[config.mk]
export PLATFORM = sky130hd
export DESIGN_NAME = i2c_master_top
export DESIGN_NICKNAME = d
export VERILOG_FILES = /design/src/hw/i2c_pkg.sv /design/src/hw/i2c_reg_file.sv /design/src/hw/i2c_scl_gen.sv /design/src/hw/i2c_xfer_ctrl.sv /design/src/hw/i2c_master_top.sv
export SDC_FILE = /design/constraint.sdc
export NUM_CORES = 1
export LEC_CHECK = 0
export BUFFER_PORTS_ARGS = -buffer_cell sky130_fd_sc_hd__buf_2
export CAP_MARGIN = 0
export CELL_PAD_IN_SITES_DETAIL_PLACEMENT = 1
export CELL_PAD_IN_SITES_GLOBAL_PLACEMENT = 1
export CORE_MARGIN = 3
export CORE_UTILIZATION = 30
export DETAILED_ROUTE_END_ITERATION = 10
export PLACE_DENSITY = 0.59
export SYNTH_ARGS = -nofsm -noshare
export SYNTH_HDL_FRONTEND = slang
export SYNTH_HIERARCHICAL = 1
export SYNTH_SLANG_ARGS = --single-unit
[constraint.sdc]
create_clock -name clk_i -period 3.74 [get_ports clk_i]
set_input_delay 0.374 -clock clk_i [delete_from_list [all_inputs] [get_ports clk_i]]
set_output_delay 0.374 -clock clk_i [all_outputs]
set_load 0.01 [all_outputs]
[src/hw/i2c_pkg.sv]
package i2c_pkg;

	// register byte offsets on the host bus
	localparam logic [4:0] REG_NBY = 5'd0;
	localparam logic [4:0] REG_ADR = 5'd4;
	localparam logic [4:0] REG_RDR = 5'd8;
	localparam logic [4:0] REG_TDR = 5'd12;
	localparam logic [4:0] REG_CFG = 5'd16;

	// configuration register bits
	localparam int CFG_GO_WR = 0;
	localparam int CFG_GO_RD = 1;
	localparam int CFG_DONE  = 2;
	localparam int CFG_NACK  = 3;

	// longest transfer, one byte per lane of a data register
	localparam logic [2:0] MAX_BYTES = 3'd4;

	// byte lane within the 32-bit data registers
	typedef logic [1:0] byte_idx_t;

endpackage

[src/hw/i2c_reg_file.sv]
`timescale 1ns/10ps

module i2c_reg_file (
	input  logic               clk_i,
	input  logic               rst_i,
	input  logic               write_i,
	input  logic [3:0]         data_be_i,
	input  logic [4:0]         addr_i,
	input  logic [31:0]        wdata_i,
	input  logic               rx_we_i,
	input  i2c_pkg::byte_idx_t rx_idx_i,
	input  logic [7:0]         rx_byte_i,
	input  logic               done_i,
	input  logic               nack_i,
	output logic [31:0]        rdata_o,
	output logic [31:0]        nby_o,
	output logic [6:0]         slave_addr_o,
	output logic [31:0]        tx_data_o,
	output logic               go_wr_o,
	output logic               go_rd_o
);
	import i2c_pkg::*;

	logic [31:0] nby_q;
	logic [31:0] adr_q;
	logic [31:0] rdr_q;
	logic [31:0] tdr_q;
	logic [3:0]  cfg_q;

	logic wr_nby;
	logic wr_adr;
	logic wr_rdr;
	logic wr_tdr;
	logic wr_cfg;

	// replace the enabled byte lanes of a register
	function automatic logic [31:0] be_merge(
		input logic [31:0] old_val,
		input logic [31:0] new_val,
		input logic [3:0]  be
	);
		logic [31:0] res;
		res = old_val;
		for (int i = 0; i < int'(MAX_BYTES); i++) begin
			if (be[i]) begin
				res[8*i +: 8] = new_val[8*i +: 8];
			end
		end
		return res;
	endfunction

	assign wr_nby = write_i && (addr_i == REG_NBY);
	assign wr_adr = write_i && (addr_i == REG_ADR);
	assign wr_rdr = write_i && (addr_i == REG_RDR);
	assign wr_tdr = write_i && (addr_i == REG_TDR);
	assign wr_cfg = write_i && (addr_i == REG_CFG);

	always_ff @(posedge clk_i) begin
		if (rst_i) begin
			nby_q <= '0;
			adr_q <= '0;
			rdr_q <= '0;
			tdr_q <= '0;
			cfg_q <= '0;
		end else begin
			if (wr_nby) begin
				nby_q <= be_merge(nby_q, wdata_i, data_be_i);
			end
			if (wr_adr) begin
				adr_q <= be_merge(adr_q, wdata_i, data_be_i);
			end
			if (wr_tdr) begin
				tdr_q <= be_merge(tdr_q, wdata_i, data_be_i);
			end
			if (wr_rdr) begin
				rdr_q <= be_merge(rdr_q, wdata_i, data_be_i);
			end
			// a received byte lands after any host write to the same register
			if (rx_we_i) begin
				rdr_q[{rx_idx_i, 3'b000} +: 8] <= rx_byte_i;
			end
			// status from the controller wins over a host write
			if (done_i) begin
				cfg_q[CFG_GO_WR] <= 1'b0;
				cfg_q[CFG_GO_RD] <= 1'b0;
				cfg_q[CFG_DONE]  <= 1'b1;
				cfg_q[CFG_NACK]  <= nack_i;
			end else if (wr_cfg && data_be_i[0]) begin
				cfg_q <= wdata_i[3:0];
			end
		end
	end

	always_ff @(posedge clk_i) begin
		if (rst_i) begin
			rdata_o <= '0;
		end else begin
			case (addr_i)
				REG_NBY: rdata_o <= nby_q;
				REG_ADR: rdata_o <= adr_q;
				REG_RDR: rdata_o <= rdr_q;
				REG_TDR: rdata_o <= tdr_q;
				REG_CFG: rdata_o <= {28'b0, cfg_q};
				default: rdata_o <= '0;
			endcase
		end
	end

	assign nby_o        = nby_q;
	assign slave_addr_o = adr_q[6:0];
	assign tx_data_o    = tdr_q;
	assign go_wr_o      = cfg_q[CFG_GO_WR];
	assign go_rd_o      = cfg_q[CFG_GO_RD];

endmodule

[src/hw/i2c_scl_gen.sv]
`timescale 1ns/10ps

module i2c_scl_gen #(
	parameter int CLK_DIV = 16
) (
	input  logic       clk_i,
	input  logic       rst_i,
	input  logic       run_i,
	output logic       phase_stb_o,
	output logic [1:0] phase_o,
	output logic       scl_drive_low_o
);

	localparam int CW = (CLK_DIV > 1) ? $clog2(CLK_DIV) : 1;

	logic [CW-1:0] div_q;
	logic [1:0]    phase_q;
	logic          stb_q;
	logic          wrap;

	assign wrap = (div_q == CW'(CLK_DIV - 1));

	// the divider never stops, start and stop conditions need strobes too
	always_ff @(posedge clk_i) begin
		if (rst_i) begin
			div_q   <= '0;
			phase_q <= 2'd0;
			stb_q   <= 1'b0;
		end else begin
			stb_q <= wrap;
			if (wrap) begin
				div_q <= '0;
			end else begin
				div_q <= div_q + 1'b1;
			end
			if (!run_i) begin
				phase_q <= 2'd0;
			end else if (wrap) begin
				phase_q <= phase_q + 2'd1;
			end
		end
	end

	// strobe marks entry into the quarter held in phase_q
	assign phase_stb_o     = stb_q;
	assign phase_o         = phase_q;
	assign scl_drive_low_o = run_i && ((phase_q == 2'd0) || (phase_q == 2'd3));

endmodule

[src/hw/i2c_xfer_ctrl.sv]
`timescale 1ns/10ps

module i2c_xfer_ctrl (
	input  logic               clk_i,
	input  logic               rst_i,
	input  logic [31:0]        nby_i,
	input  logic [6:0]         slave_addr_i,
	input  logic [31:0]        tx_data_i,
	input  logic               go_wr_i,
	input  logic               go_rd_i,
	input  logic               phase_stb_i,
	input  logic [1:0]         phase_i,
	input  logic               sda_i,
	output logic               run_o,
	output logic               sda_drive_low_o,
	output logic               rx_we_o,
	output i2c_pkg::byte_idx_t rx_idx_o,
	output logic [7:0]         rx_byte_o,
	output logic               done_o,
	output logic               nack_o,
	output logic               busy_o
);
	import i2c_pkg::*;

	typedef enum logic [2:0] {
		ST_IDLE,
		ST_START,
		ST_ADDR,
		ST_ADDR_ACK,
		ST_WRITE,
		ST_READ,
		ST_DATA_ACK,
		ST_STOP
	} state_t;

	state_t    state_q;
	logic [1:0] step_q;
	logic [2:0] bit_cnt_q;
	byte_idx_t byte_q;
	logic      read_q;
	logic [7:0] shift_q;
	logic      sda_smp_q;
	logic      sda_low_q;
	logic      run_q;
	logic      nack_q;

	byte_idx_t  last_idx;
	byte_idx_t  next_idx;
	logic [7:0] tx_byte_cur;
	logic [7:0] tx_byte_next;
	logic       bit_sda_low;
	logic       stb_zero;
	logic       stb_rise;
	logic       stb_sample;
	logic       stb_fall;

	assign stb_zero   = phase_stb_i && (phase_i == 2'd0);
	assign stb_rise   = phase_stb_i && (phase_i == 2'd1);
	assign stb_sample = phase_stb_i && (phase_i == 2'd2);
	assign stb_fall   = phase_stb_i && (phase_i == 2'd3);

	// lane of the first byte, count of 0 acts as 1 and above 4 as 4
	always_comb begin
		if (nby_i == '0) begin
			last_idx = '0;
		end else if (nby_i > {29'b0, MAX_BYTES}) begin
			last_idx = byte_idx_t'(MAX_BYTES - 3'd1);
		end else begin
			last_idx = nby_i[1:0] - 2'd1;
		end
	end

	assign next_idx     = byte_q - 2'd1;
	assign tx_byte_cur  = tx_data_i[{byte_q, 3'b000} +: 8];
	assign tx_byte_next = tx_data_i[{next_idx, 3'b000} +: 8];

	// level wanted on SDA during the low quarter of a bit
	always_comb begin
		case (state_q)
			ST_ADDR,
			ST_WRITE:    bit_sda_low = ~shift_q[7];
			// master acks every read byte but the last
			ST_DATA_ACK: bit_sda_low = read_q && (byte_q != '0);
			default:     bit_sda_low = 1'b0;
		endcase
	end

	always_ff @(posedge clk_i) begin
		if (rst_i) begin
			state_q   <= ST_IDLE;
			step_q    <= 2'd0;
			bit_cnt_q <= 3'd0;
			byte_q    <= '0;
			read_q    <= 1'b0;
			shift_q   <= '0;
			sda_smp_q <= 1'b0;
			sda_low_q <= 1'b0;
			run_q     <= 1'b0;
			nack_q    <= 1'b0;
		end else begin
			if (stb_sample) begin
				sda_smp_q <= sda_i;
			end
			// bit states update SDA while SCL is low
			if (run_q && (phase_i == 2'd0) && (state_q != ST_STOP)) begin
				sda_low_q <= bit_sda_low;
			end

			case (state_q)
				ST_IDLE: begin
					if (go_wr_i || go_rd_i) begin
						state_q <= ST_START;
						step_q  <= 2'd0;
						read_q  <= !go_wr_i;
						byte_q  <= last_idx;
						nack_q  <= 1'b0;
					end
				end
				ST_START: begin
					if (phase_stb_i) begin
						if (step_q == 2'd0) begin
							// SDA falls with SCL still released
							sda_low_q <= 1'b1;
							step_q    <= 2'd1;
						end else begin
							run_q     <= 1'b1;
							shift_q   <= {slave_addr_i, read_q};
							bit_cnt_q <= 3'd7;
							state_q   <= ST_ADDR;
						end
					end
				end
				ST_ADDR,
				ST_WRITE: begin
					if (stb_fall) begin
						shift_q   <= {shift_q[6:0], 1'b0};
						bit_cnt_q <= bit_cnt_q - 3'd1;
						if (bit_cnt_q == 3'd0) begin
							state_q <= (state_q == ST_ADDR) ? ST_ADDR_ACK : ST_DATA_ACK;
						end
					end
				end
				ST_ADDR_ACK: begin
					if (stb_fall) begin
						bit_cnt_q <= 3'd7;
						if (sda_smp_q) begin
							nack_q  <= 1'b1;
							step_q  <= 2'd0;
							state_q <= ST_STOP;
						end else if (read_q) begin
							state_q <= ST_READ;
						end else begin
							shift_q <= tx_byte_cur;
							state_q <= ST_WRITE;
						end
					end
				end
				ST_READ: begin
					if (stb_sample) begin
						shift_q <= {shift_q[6:0], sda_i};
					end
					if (stb_fall) begin
						bit_cnt_q <= bit_cnt_q - 3'd1;
						if (bit_cnt_q == 3'd0) begin
							state_q <= ST_DATA_ACK;
						end
					end
				end
				ST_DATA_ACK: begin
					if (stb_fall) begin
						bit_cnt_q <= 3'd7;
						if (byte_q == '0) begin
							// nack on the last written byte is fine
							step_q  <= 2'd0;
							state_q <= ST_STOP;
						end else if (!read_q && sda_smp_q) begin
							nack_q  <= 1'b1;
							step_q  <= 2'd0;
							state_q <= ST_STOP;
						end else begin
							byte_q <= next_idx;
							if (read_q) begin
								state_q <= ST_READ;
							end else begin
								shift_q <= tx_byte_next;
								state_q <= ST_WRITE;
							end
						end
					end
				end
				ST_STOP: begin
					case (step_q)
						2'd0: begin
							if (stb_zero) begin
								sda_low_q <= 1'b1;
								step_q    <= 2'd1;
							end
						end
						2'd1: begin
							// SCL has just risen, keep it released from now on
							if (stb_rise) begin
								run_q  <= 1'b0;
								step_q <= 2'd2;
							end
						end
						2'd2: begin
							if (phase_stb_i) begin
								sda_low_q <= 1'b0;
								step_q    <= 2'd3;
							end
						end
						default: begin
							// one quarter of bus free time before done
							if (phase_stb_i) begin
								state_q <= ST_IDLE;
							end
						end
					endcase
				end
				default: begin
					state_q <= ST_IDLE;
				end
			endcase
		end
	end

	assign rx_we_o         = (state_q == ST_READ) && stb_fall && (bit_cnt_q == 3'd0);
	assign rx_idx_o        = byte_q;
	assign rx_byte_o       = shift_q;
	assign done_o          = (state_q == ST_STOP) && (step_q == 2'd3) && phase_stb_i;
	assign nack_o          = nack_q;
	assign busy_o          = (state_q != ST_IDLE);
	assign run_o           = run_q;
	assign sda_drive_low_o = sda_low_q;

endmodule

[src/hw/i2c_master_top.sv]
`timescale 1ns/10ps

module i2c_master_top #(
	parameter int CLK_DIV = 16
) (
	input  logic        clk_i,
	input  logic        rst_i,
	input  logic        write_i,
	input  logic [3:0]  data_be_i,
	input  logic [4:0]  addr_i,
	input  logic [31:0] wdata_i,
	input  logic        sda_i,
	output logic [31:0] rdata_o,
	output logic        scl_o,
	output logic        sda_drive_low_o,
	output logic        busy_o
);
	import i2c_pkg::*;

	logic [31:0] nby;
	logic [6:0]  slave_addr;
	logic [31:0] tx_data;
	logic        go_wr;
	logic        go_rd;
	logic        rx_we;
	byte_idx_t   rx_idx;
	logic [7:0]  rx_byte;
	logic        done;
	logic        nack;
	logic        run;
	logic        phase_stb;
	logic [1:0]  phase;
	logic        scl_drive_low;

	i2c_reg_file u_reg_file (
		.clk_i        (clk_i),
		.rst_i        (rst_i),
		.write_i      (write_i),
		.data_be_i    (data_be_i),
		.addr_i       (addr_i),
		.wdata_i      (wdata_i),
		.rx_we_i      (rx_we),
		.rx_idx_i     (rx_idx),
		.rx_byte_i    (rx_byte),
		.done_i       (done),
		.nack_i       (nack),
		.rdata_o      (rdata_o),
		.nby_o        (nby),
		.slave_addr_o (slave_addr),
		.tx_data_o    (tx_data),
		.go_wr_o      (go_wr),
		.go_rd_o      (go_rd)
	);

	i2c_scl_gen #(
		.CLK_DIV (CLK_DIV)
	) u_scl_gen (
		.clk_i           (clk_i),
		.rst_i           (rst_i),
		.run_i           (run),
		.phase_stb_o     (phase_stb),
		.phase_o         (phase),
		.scl_drive_low_o (scl_drive_low)
	);

	i2c_xfer_ctrl u_xfer_ctrl (
		.clk_i           (clk_i),
		.rst_i           (rst_i),
		.nby_i           (nby),
		.slave_addr_i    (slave_addr),
		.tx_data_i       (tx_data),
		.go_wr_i         (go_wr),
		.go_rd_i         (go_rd),
		.phase_stb_i     (phase_stb),
		.phase_i         (phase),
		.sda_i           (sda_i),
		.run_o           (run),
		.sda_drive_low_o (sda_drive_low_o),
		.rx_we_o         (rx_we),
		.rx_idx_o        (rx_idx),
		.rx_byte_o       (rx_byte),
		.done_o          (done),
		.nack_o          (nack),
		.busy_o          (busy_o)
	);

	// open drain SCL, released line reads high
	assign scl_o = ~scl_drive_low;

endmodule

==> out/results.ini, run 1 <==
[outcome]
outcome=complete, no violations

[power_and_ir_drop]
switching_share=0.306
irDropWorstVdd_uv=317
seqPwrFrac=0.471
power_frac_comb=0.122
intPower_mw=3.17
p_clk_frac=0.408
p_total_mw=4.56
leakagePower_nw=4.08
p_switching_mw=1.39
powerDensity_nw_per_um2=406

[synth]
synth_flop_cell=dfxtp_1
synth-seq-cells=194
yosysSeqAreaShare=0.387
synth_edf_count=0
synthAdderAreaFrac=0.0209
synth_cell_types=74
synth_area_um2=10000
ys_warn_count=6
synth_xor_area_frac=0.00436
synth-simple-area-share=0.181
avgSynthCellArea_um2=8.90
synth_cells=1129
synth_top_family_by_area=compound AO/OA/AOI/OAI gates
muxShareOfSynthArea=0.118
synth-compound-area-share=0.230
syn_nets=1190
async_flop_share=0

[sta]
tightestPinTransition_ns=1.39
slew_headroom=0.0731
fin_setup_tns_ns=0
finClkSkew_ns=0.0152
period_share=0.717
max_freq_mhz=373
hold_viol=0
rsz0062_at_grt=false
drv_slew=0
fin_crit_ns=2.68
setup_viol=0

[setup_path]
crit_fanout=12
arrival_ns=3.08
start_kind=flip-flop
worst-setup-path-type=reg2reg
cp-end-kind=flip-flop
cp.required_ns=4.13
reg2reg_slack_ns=1.06

[clocking]
post_cts_resized=0
cts.htree.levels=4
clkTransAtPathRegs_ns=0.08
ctsHoldBuffers=0
clk_latency_ns=0.45
cts_made_buffers=17
root_buffer=clkbuf_16
tritoncts=built
clock_sinks=194
cts_setup_buffers=0
clock_path_buffers=2

[floorplan]
pin_count=80
die-area_um2=35700
start_util=0.306
fp.dieH_um=189
core_area_um2=32800
die_x_um=189
rows=66

[cells_and_area]
n_fill_cell=3855
fin_nets=1197
n_antenna_cell=0
areaGrowthSynthToFinish_pct=11.7
drive_gt1_frac=0.151

[placed_design]
port_buffers=79
hpwl_mm=24.8
routabilityCongestion=0.789

[route]
drt_iter0_markers=662
drc=0
firstDrtPassIters=5
num_vias=8957
wl_mm=35.8
wl_per_cell_um=22.5
viasPerCell=5.63
ant_nets=0

[flow_run]
drv_cap=0

[global_route]
overflow=0
grt_pass1_wl_mm=55.7
antenna_found_initial=0
grt.total_usage=0.199
grt_start_max_net_pins=77
grt_pass1_vias=9124

[min_path]
hold_path.class=in2reg

-- kinds of logic after synthesis --
group	count (synthesis)
AOI/OAI and AO/OA	352
and+or+nand+nor	318
DFF	194
buffers and inverters	127
muxes	116
adders and majority gates	17
xor gates and xnor gates	5
-- cell usage after synthesis, drive strengths merged, types with 13 or more instances --
cell type / count / share of area
ha: 16 / 0.020
a21oi: 108 / 0.054
nor4: 22 / 0.014
inv: 19 / 0.0071
o22a: 32 / 0.028
dfxtp: 194 / 0.39
a211oi: 28 / 0.021
a311oi: 13 / 0.011
o221a: 17 / 0.019
clkbuf: 50 / 0.019
o21ai: 91 / 0.046
buf: 58 / 0.033
nand2: 20 / 0.0075
nor2: 60 / 0.023
nand3: 90 / 0.045
nand2b: 53 / 0.033
mux2i: 106 / 0.11
nor2b: 13 / 0.0081
a21o: 17 / 0.013
-- final cells by class --
| cell class | count | area [µm²] | area share |
|---|---|---|---|
| multi-input combinational | 808 | 5590 | 0.498 |
| inverter | 19 | 71.3 | 0.00636 |
| sequential | 194 | 3880 | 0.346 |
| clock buffer | 17 | 425 | 0.0379 |
| tap | 442 | 553 | 0.0493 |
| clock inverter | 15 | 165 | 0.0147 |
| timing repair buffer | 96 | 528 | 0.0471 |
-- power by group through the flow --
stage | clock network, mW | registers (mW) | logic, mW
after floorplan | 0 | 2.15 | 0.409
after global placement | 0 | 2.19 | 0.546
after detailed placement | 0 | 2.19 | 0.552
after CTS | 1.92 | 2.15 | 0.554
after global routing | 2.01 | 2.15 | 0.607
final | 1.86 | 2.15 | 0.555
-- cells in the final DEF, fill, tap and decap left out, types with 6 or more instances in the layout --
| cell | n |
|---|---|
| dfxtp_1 | 194 |
| a21oi_1 | 108 |
| mux2i_1 | 106 |
| nand3_1 | 90 |
| o21ai_0 | 89 |
| buf_2 | 77 |
| nor2_1 | 59 |
| nand2b_1 | 53 |
| o22a_1 | 32 |
| a211oi_1 | 28 |
| nor4_1 | 22 |
| nand2_1 | 20 |
| inv_1 | 19 |
| buf_4 | 19 |
| clkbuf_16 | 17 |
| a21o_1 | 17 |
| o221a_2 | 17 |
| ha_1 | 16 |
| a311oi_1 | 13 |
| nor2b_1 | 13 |
| o21a_1 | 10 |
| nor3_1 | 7 |
| mux2_2 | 7 |
| and2_1 | 6 |
| a31oi_1 | 6 |
| a22oi_1 | 6 |
-- state kept, by name, indices dropped and copies added, names as in the netlist, 3 cells and up --
name,cells
u_reg_file/rdata_o,32
u_xfer_ctrl/rx_byte_o,8
u_xfer_ctrl/state_q,3
u_reg_file/rdr_q,32
u_scl_gen/div_q,4
u_reg_file/tx_data_o,32
u_xfer_ctrl/bit_cnt_q,3
u_reg_file/cfg_q,4
u_reg_file/nby_o,32
u_reg_file/adr_q,32
-- routing by layer --
metal | up-vias | global-route usage | routed length, µm
met3 | 32 | 0.0302 | 1380
li1 | 4196 | - | -
met1 | 4532 | 0.286 | 17400
met4 | 0 | 0.0527 | 688
met2 | 197 | 0.310 | 16300
met5 | - | 0 | 0
-- critical path, cell delays in order (launching register included) --
cell	delay, ns
dfxtp_1	0.63
inv_1	0.17
ha_1	0.41
nor4bb_1	1.02
a21o_1	0.24
o221a_2	0.16
-- through the flow --
stage               utilization  setup slack (ns)  hold WS, ns  cell area [µm²]  instances
finish                    0.342              1.06        0.208            11200       1591
CTS                       0.342              1.05        0.191            11200       1591
global placement          0.324              1.14        0.460            10600       1559
global route              0.342             0.813        0.212            11200       1591
detailed placement        0.324              1.06        0.469            10600       1559
floorplan                     -              1.15        0.444            10000       1129
-- final timing paths --
| path | start | to | depth (start not counted) |
|---|---|---|---|
| worst min-delay path | wdata_i[27] | u_reg_file/nby_o[27] | 3 |
| worst max register to register | u_xfer_ctrl/rx_idx_o[0] | u_reg_file/rdr_q[8] | 5 |
| worst max-delay path | u_xfer_ctrl/rx_idx_o[0] | u_reg_file/rdr_q[8] | 5 |
| worst min register to register | u_reg_file/adr_q[26] | u_reg_file/adr_q[26] | 2 |
Note: power is estimated with default switching activity, not from simulation.
==> run 2: changes to the inputs <==
--- a/config.mk
+++ b/config.mk
@@ -12,7 +12,7 @@
 export CORE_MARGIN = 3
 export CORE_UTILIZATION = 30
 export DETAILED_ROUTE_END_ITERATION = 10
-export PLACE_DENSITY = 0.59
+export PLACE_DENSITY = 0.61
 export SYNTH_ARGS = -nofsm -noshare
 export SYNTH_HDL_FRONTEND = slang
 export SYNTH_HIERARCHICAL = 1
==> constraint.sdc (replaced) <==
create_clock -name clk_i -period 2.46 [get_ports clk_i]
set_input_delay 0.246 -clock clk_i [delete_from_list [all_inputs] [get_ports clk_i]]
set_output_delay 0.246 -clock clk_i [all_outputs]
set_load 0.01 [all_outputs]
==> out/results.ini, run 2 (synthesis gave the netlist of run 1 again) <==
[power_and_ir_drop]
irDropWorstVdd_uv=462
leakagePower_nw=4.25
powerDensity_nw_per_um2=613

[route]
viasPerCell=5.56
drt_iter0_markers=577
wl_per_cell_um=22.0
firstDrtPassIters=5
num_vias=9033
drc=0
ant_nets=0
wl_mm=35.7

[placed_design]
hpwl_mm=25.1
routabilityCongestion=0.818
port_buffers=79
dp.cells=1594

[global_route]
grt_pass1_wl_mm=55.7
grt_pass1_vias=9166
grt_start_max_net_pins=71
grt.total_usage=0.198
overflow=0
antenna_found_initial=0

[clocking]
clkTransAtPathRegs_ns=0.08
clock_path_buffers=2
clock_sinks=194
cts_setup_buffers=0
root_buffer=clkbuf_16
cts.htree.levels=4
cts_made_buffers=17
clk_latency_ns=0.45
tritoncts=built

[floorplan]
fp.dieH_um=189
pin_count=80
rows=66
start_util=0.306
die-area_um2=35700
core_area_um2=32800
die_x_um=189

[setup_path]
cp.required_ns=2.80
arrival_ns=2.50
start_kind=flip-flop
crit_fanout=16
reg2reg_slack_ns=0.31
rr_worst_depth=7
cp-end-kind=flip-flop
worst-setup-path-type=reg2reg
reg2reg_from=u_xfer_ctrl/state_q[0]
worstReg2RegEnd=u_xfer_ctrl/rx_byte_o[6]

[cells_and_area]
layout.cells.most_common_list=193 x dfxtp_1, 108 x a21oi_1, 106 x mux2i_1
final_cells=1626
final_common_cell=dfxtp_1
areaGrowthSynthToFinish_pct=14.6
n_antenna_cell=0
fin_nets=1232
drive_gt1_frac=0.177

[flow_run]
drv_cap=0

[sta]
period_share=0.876
rsz0062_at_grt=false
drv_slew=0
fin_setup_tns_ns=0
finClkSkew_ns=0.00902
slew_headroom=0.569
fin_crit_ns=2.15
max_freq_mhz=464
tightestPinTransition_ns=0.640
setup_viol=0
hold_viol=0

[min_path]
hold_path.class=in2reg
hold_start=wdata_i[26]
hold-path-cell-count=3
min_to=u_reg_file/nby_o[26]

[outcome]
outcome=complete, no violations

run 2: what timing repair did:
item                       in CTS  in global routing
gates resized for setup         0                  1
setup endpoints to repair       0                  1
hold buffers                    0                  0
run 2: cell type report:
class	count	area (µm²)
inverters	19	71.3
flip-flops and latches	194	3880
clock inverters	13	145
repair buffers	131	816
well taps	442	553
clock buffers	19	443
multi-input cells	808	5600
fillers	3848	21300
run 2: layer usage:
metal,GRT usage,vias up,part of all wire
li1,-,4264,-
met1,0.277,4594,0.49
met2,0.322,148,0.46
met3,0.0344,27,0.032
met4,0.0418,0,0.012
met5,0,-,0
run 2: worst max path at each step:
stage	start	endpoint	slack, ns	cells past startpoint
finish	u_xfer_ctrl/state_q[0]	u_xfer_ctrl/rx_byte_o[6]	0.31	7
global route	u_xfer_ctrl/step_q[0]	u_xfer_ctrl/rx_byte_o[6]	0.11	8
CTS	u_xfer_ctrl/rx_idx_o[0]	u_xfer_ctrl/rx_byte_o[0]	0.18	6
detailed placement	u_xfer_ctrl/rx_idx_o[0]	u_xfer_ctrl/rx_byte_o[0]	0.20	6
global placement	u_xfer_ctrl/rx_idx_o[0]	u_xfer_ctrl/rx_byte_o[0]	0.29	6
floorplan	u_xfer_ctrl/state_q[2]	u_reg_file/rdr_q[22]	0.02	11
run 2: metrics by stage:
step,power (mW),setup slack [ns],util,hold WS (ns),area (µm²)
final,7.06,0.306,0.351,0.0837,11500
after global routing,7.35,0.106,0.351,0.0696,11500
after CTS,7.11,0.181,0.351,0.0612,11500
after detailed placement,4.24,0.203,0.333,0.469,10900
after global placement,4.23,0.288,0.333,0.461,10900
after floorplan,3.89,0.0189,-,0.318,10100
run 2: worst max-delay path, cell delays in order, from the launching register on:
cell and delay (ns):
dfxtp_1 0.59, buf_4 0.25, nand2b_1 0.21, o22ai_1 0.16, a22oi_2 0.22, buf_4 0.25, nor2_1 0.06, a311oi_1 0.30
run 2: report_power, final:
group	total, mW	internal, mW	switching, mW
combinational	0.945	0.328	0.617
clock	2.88	1.46	1.42
sequential	3.23	3.17	0.0631
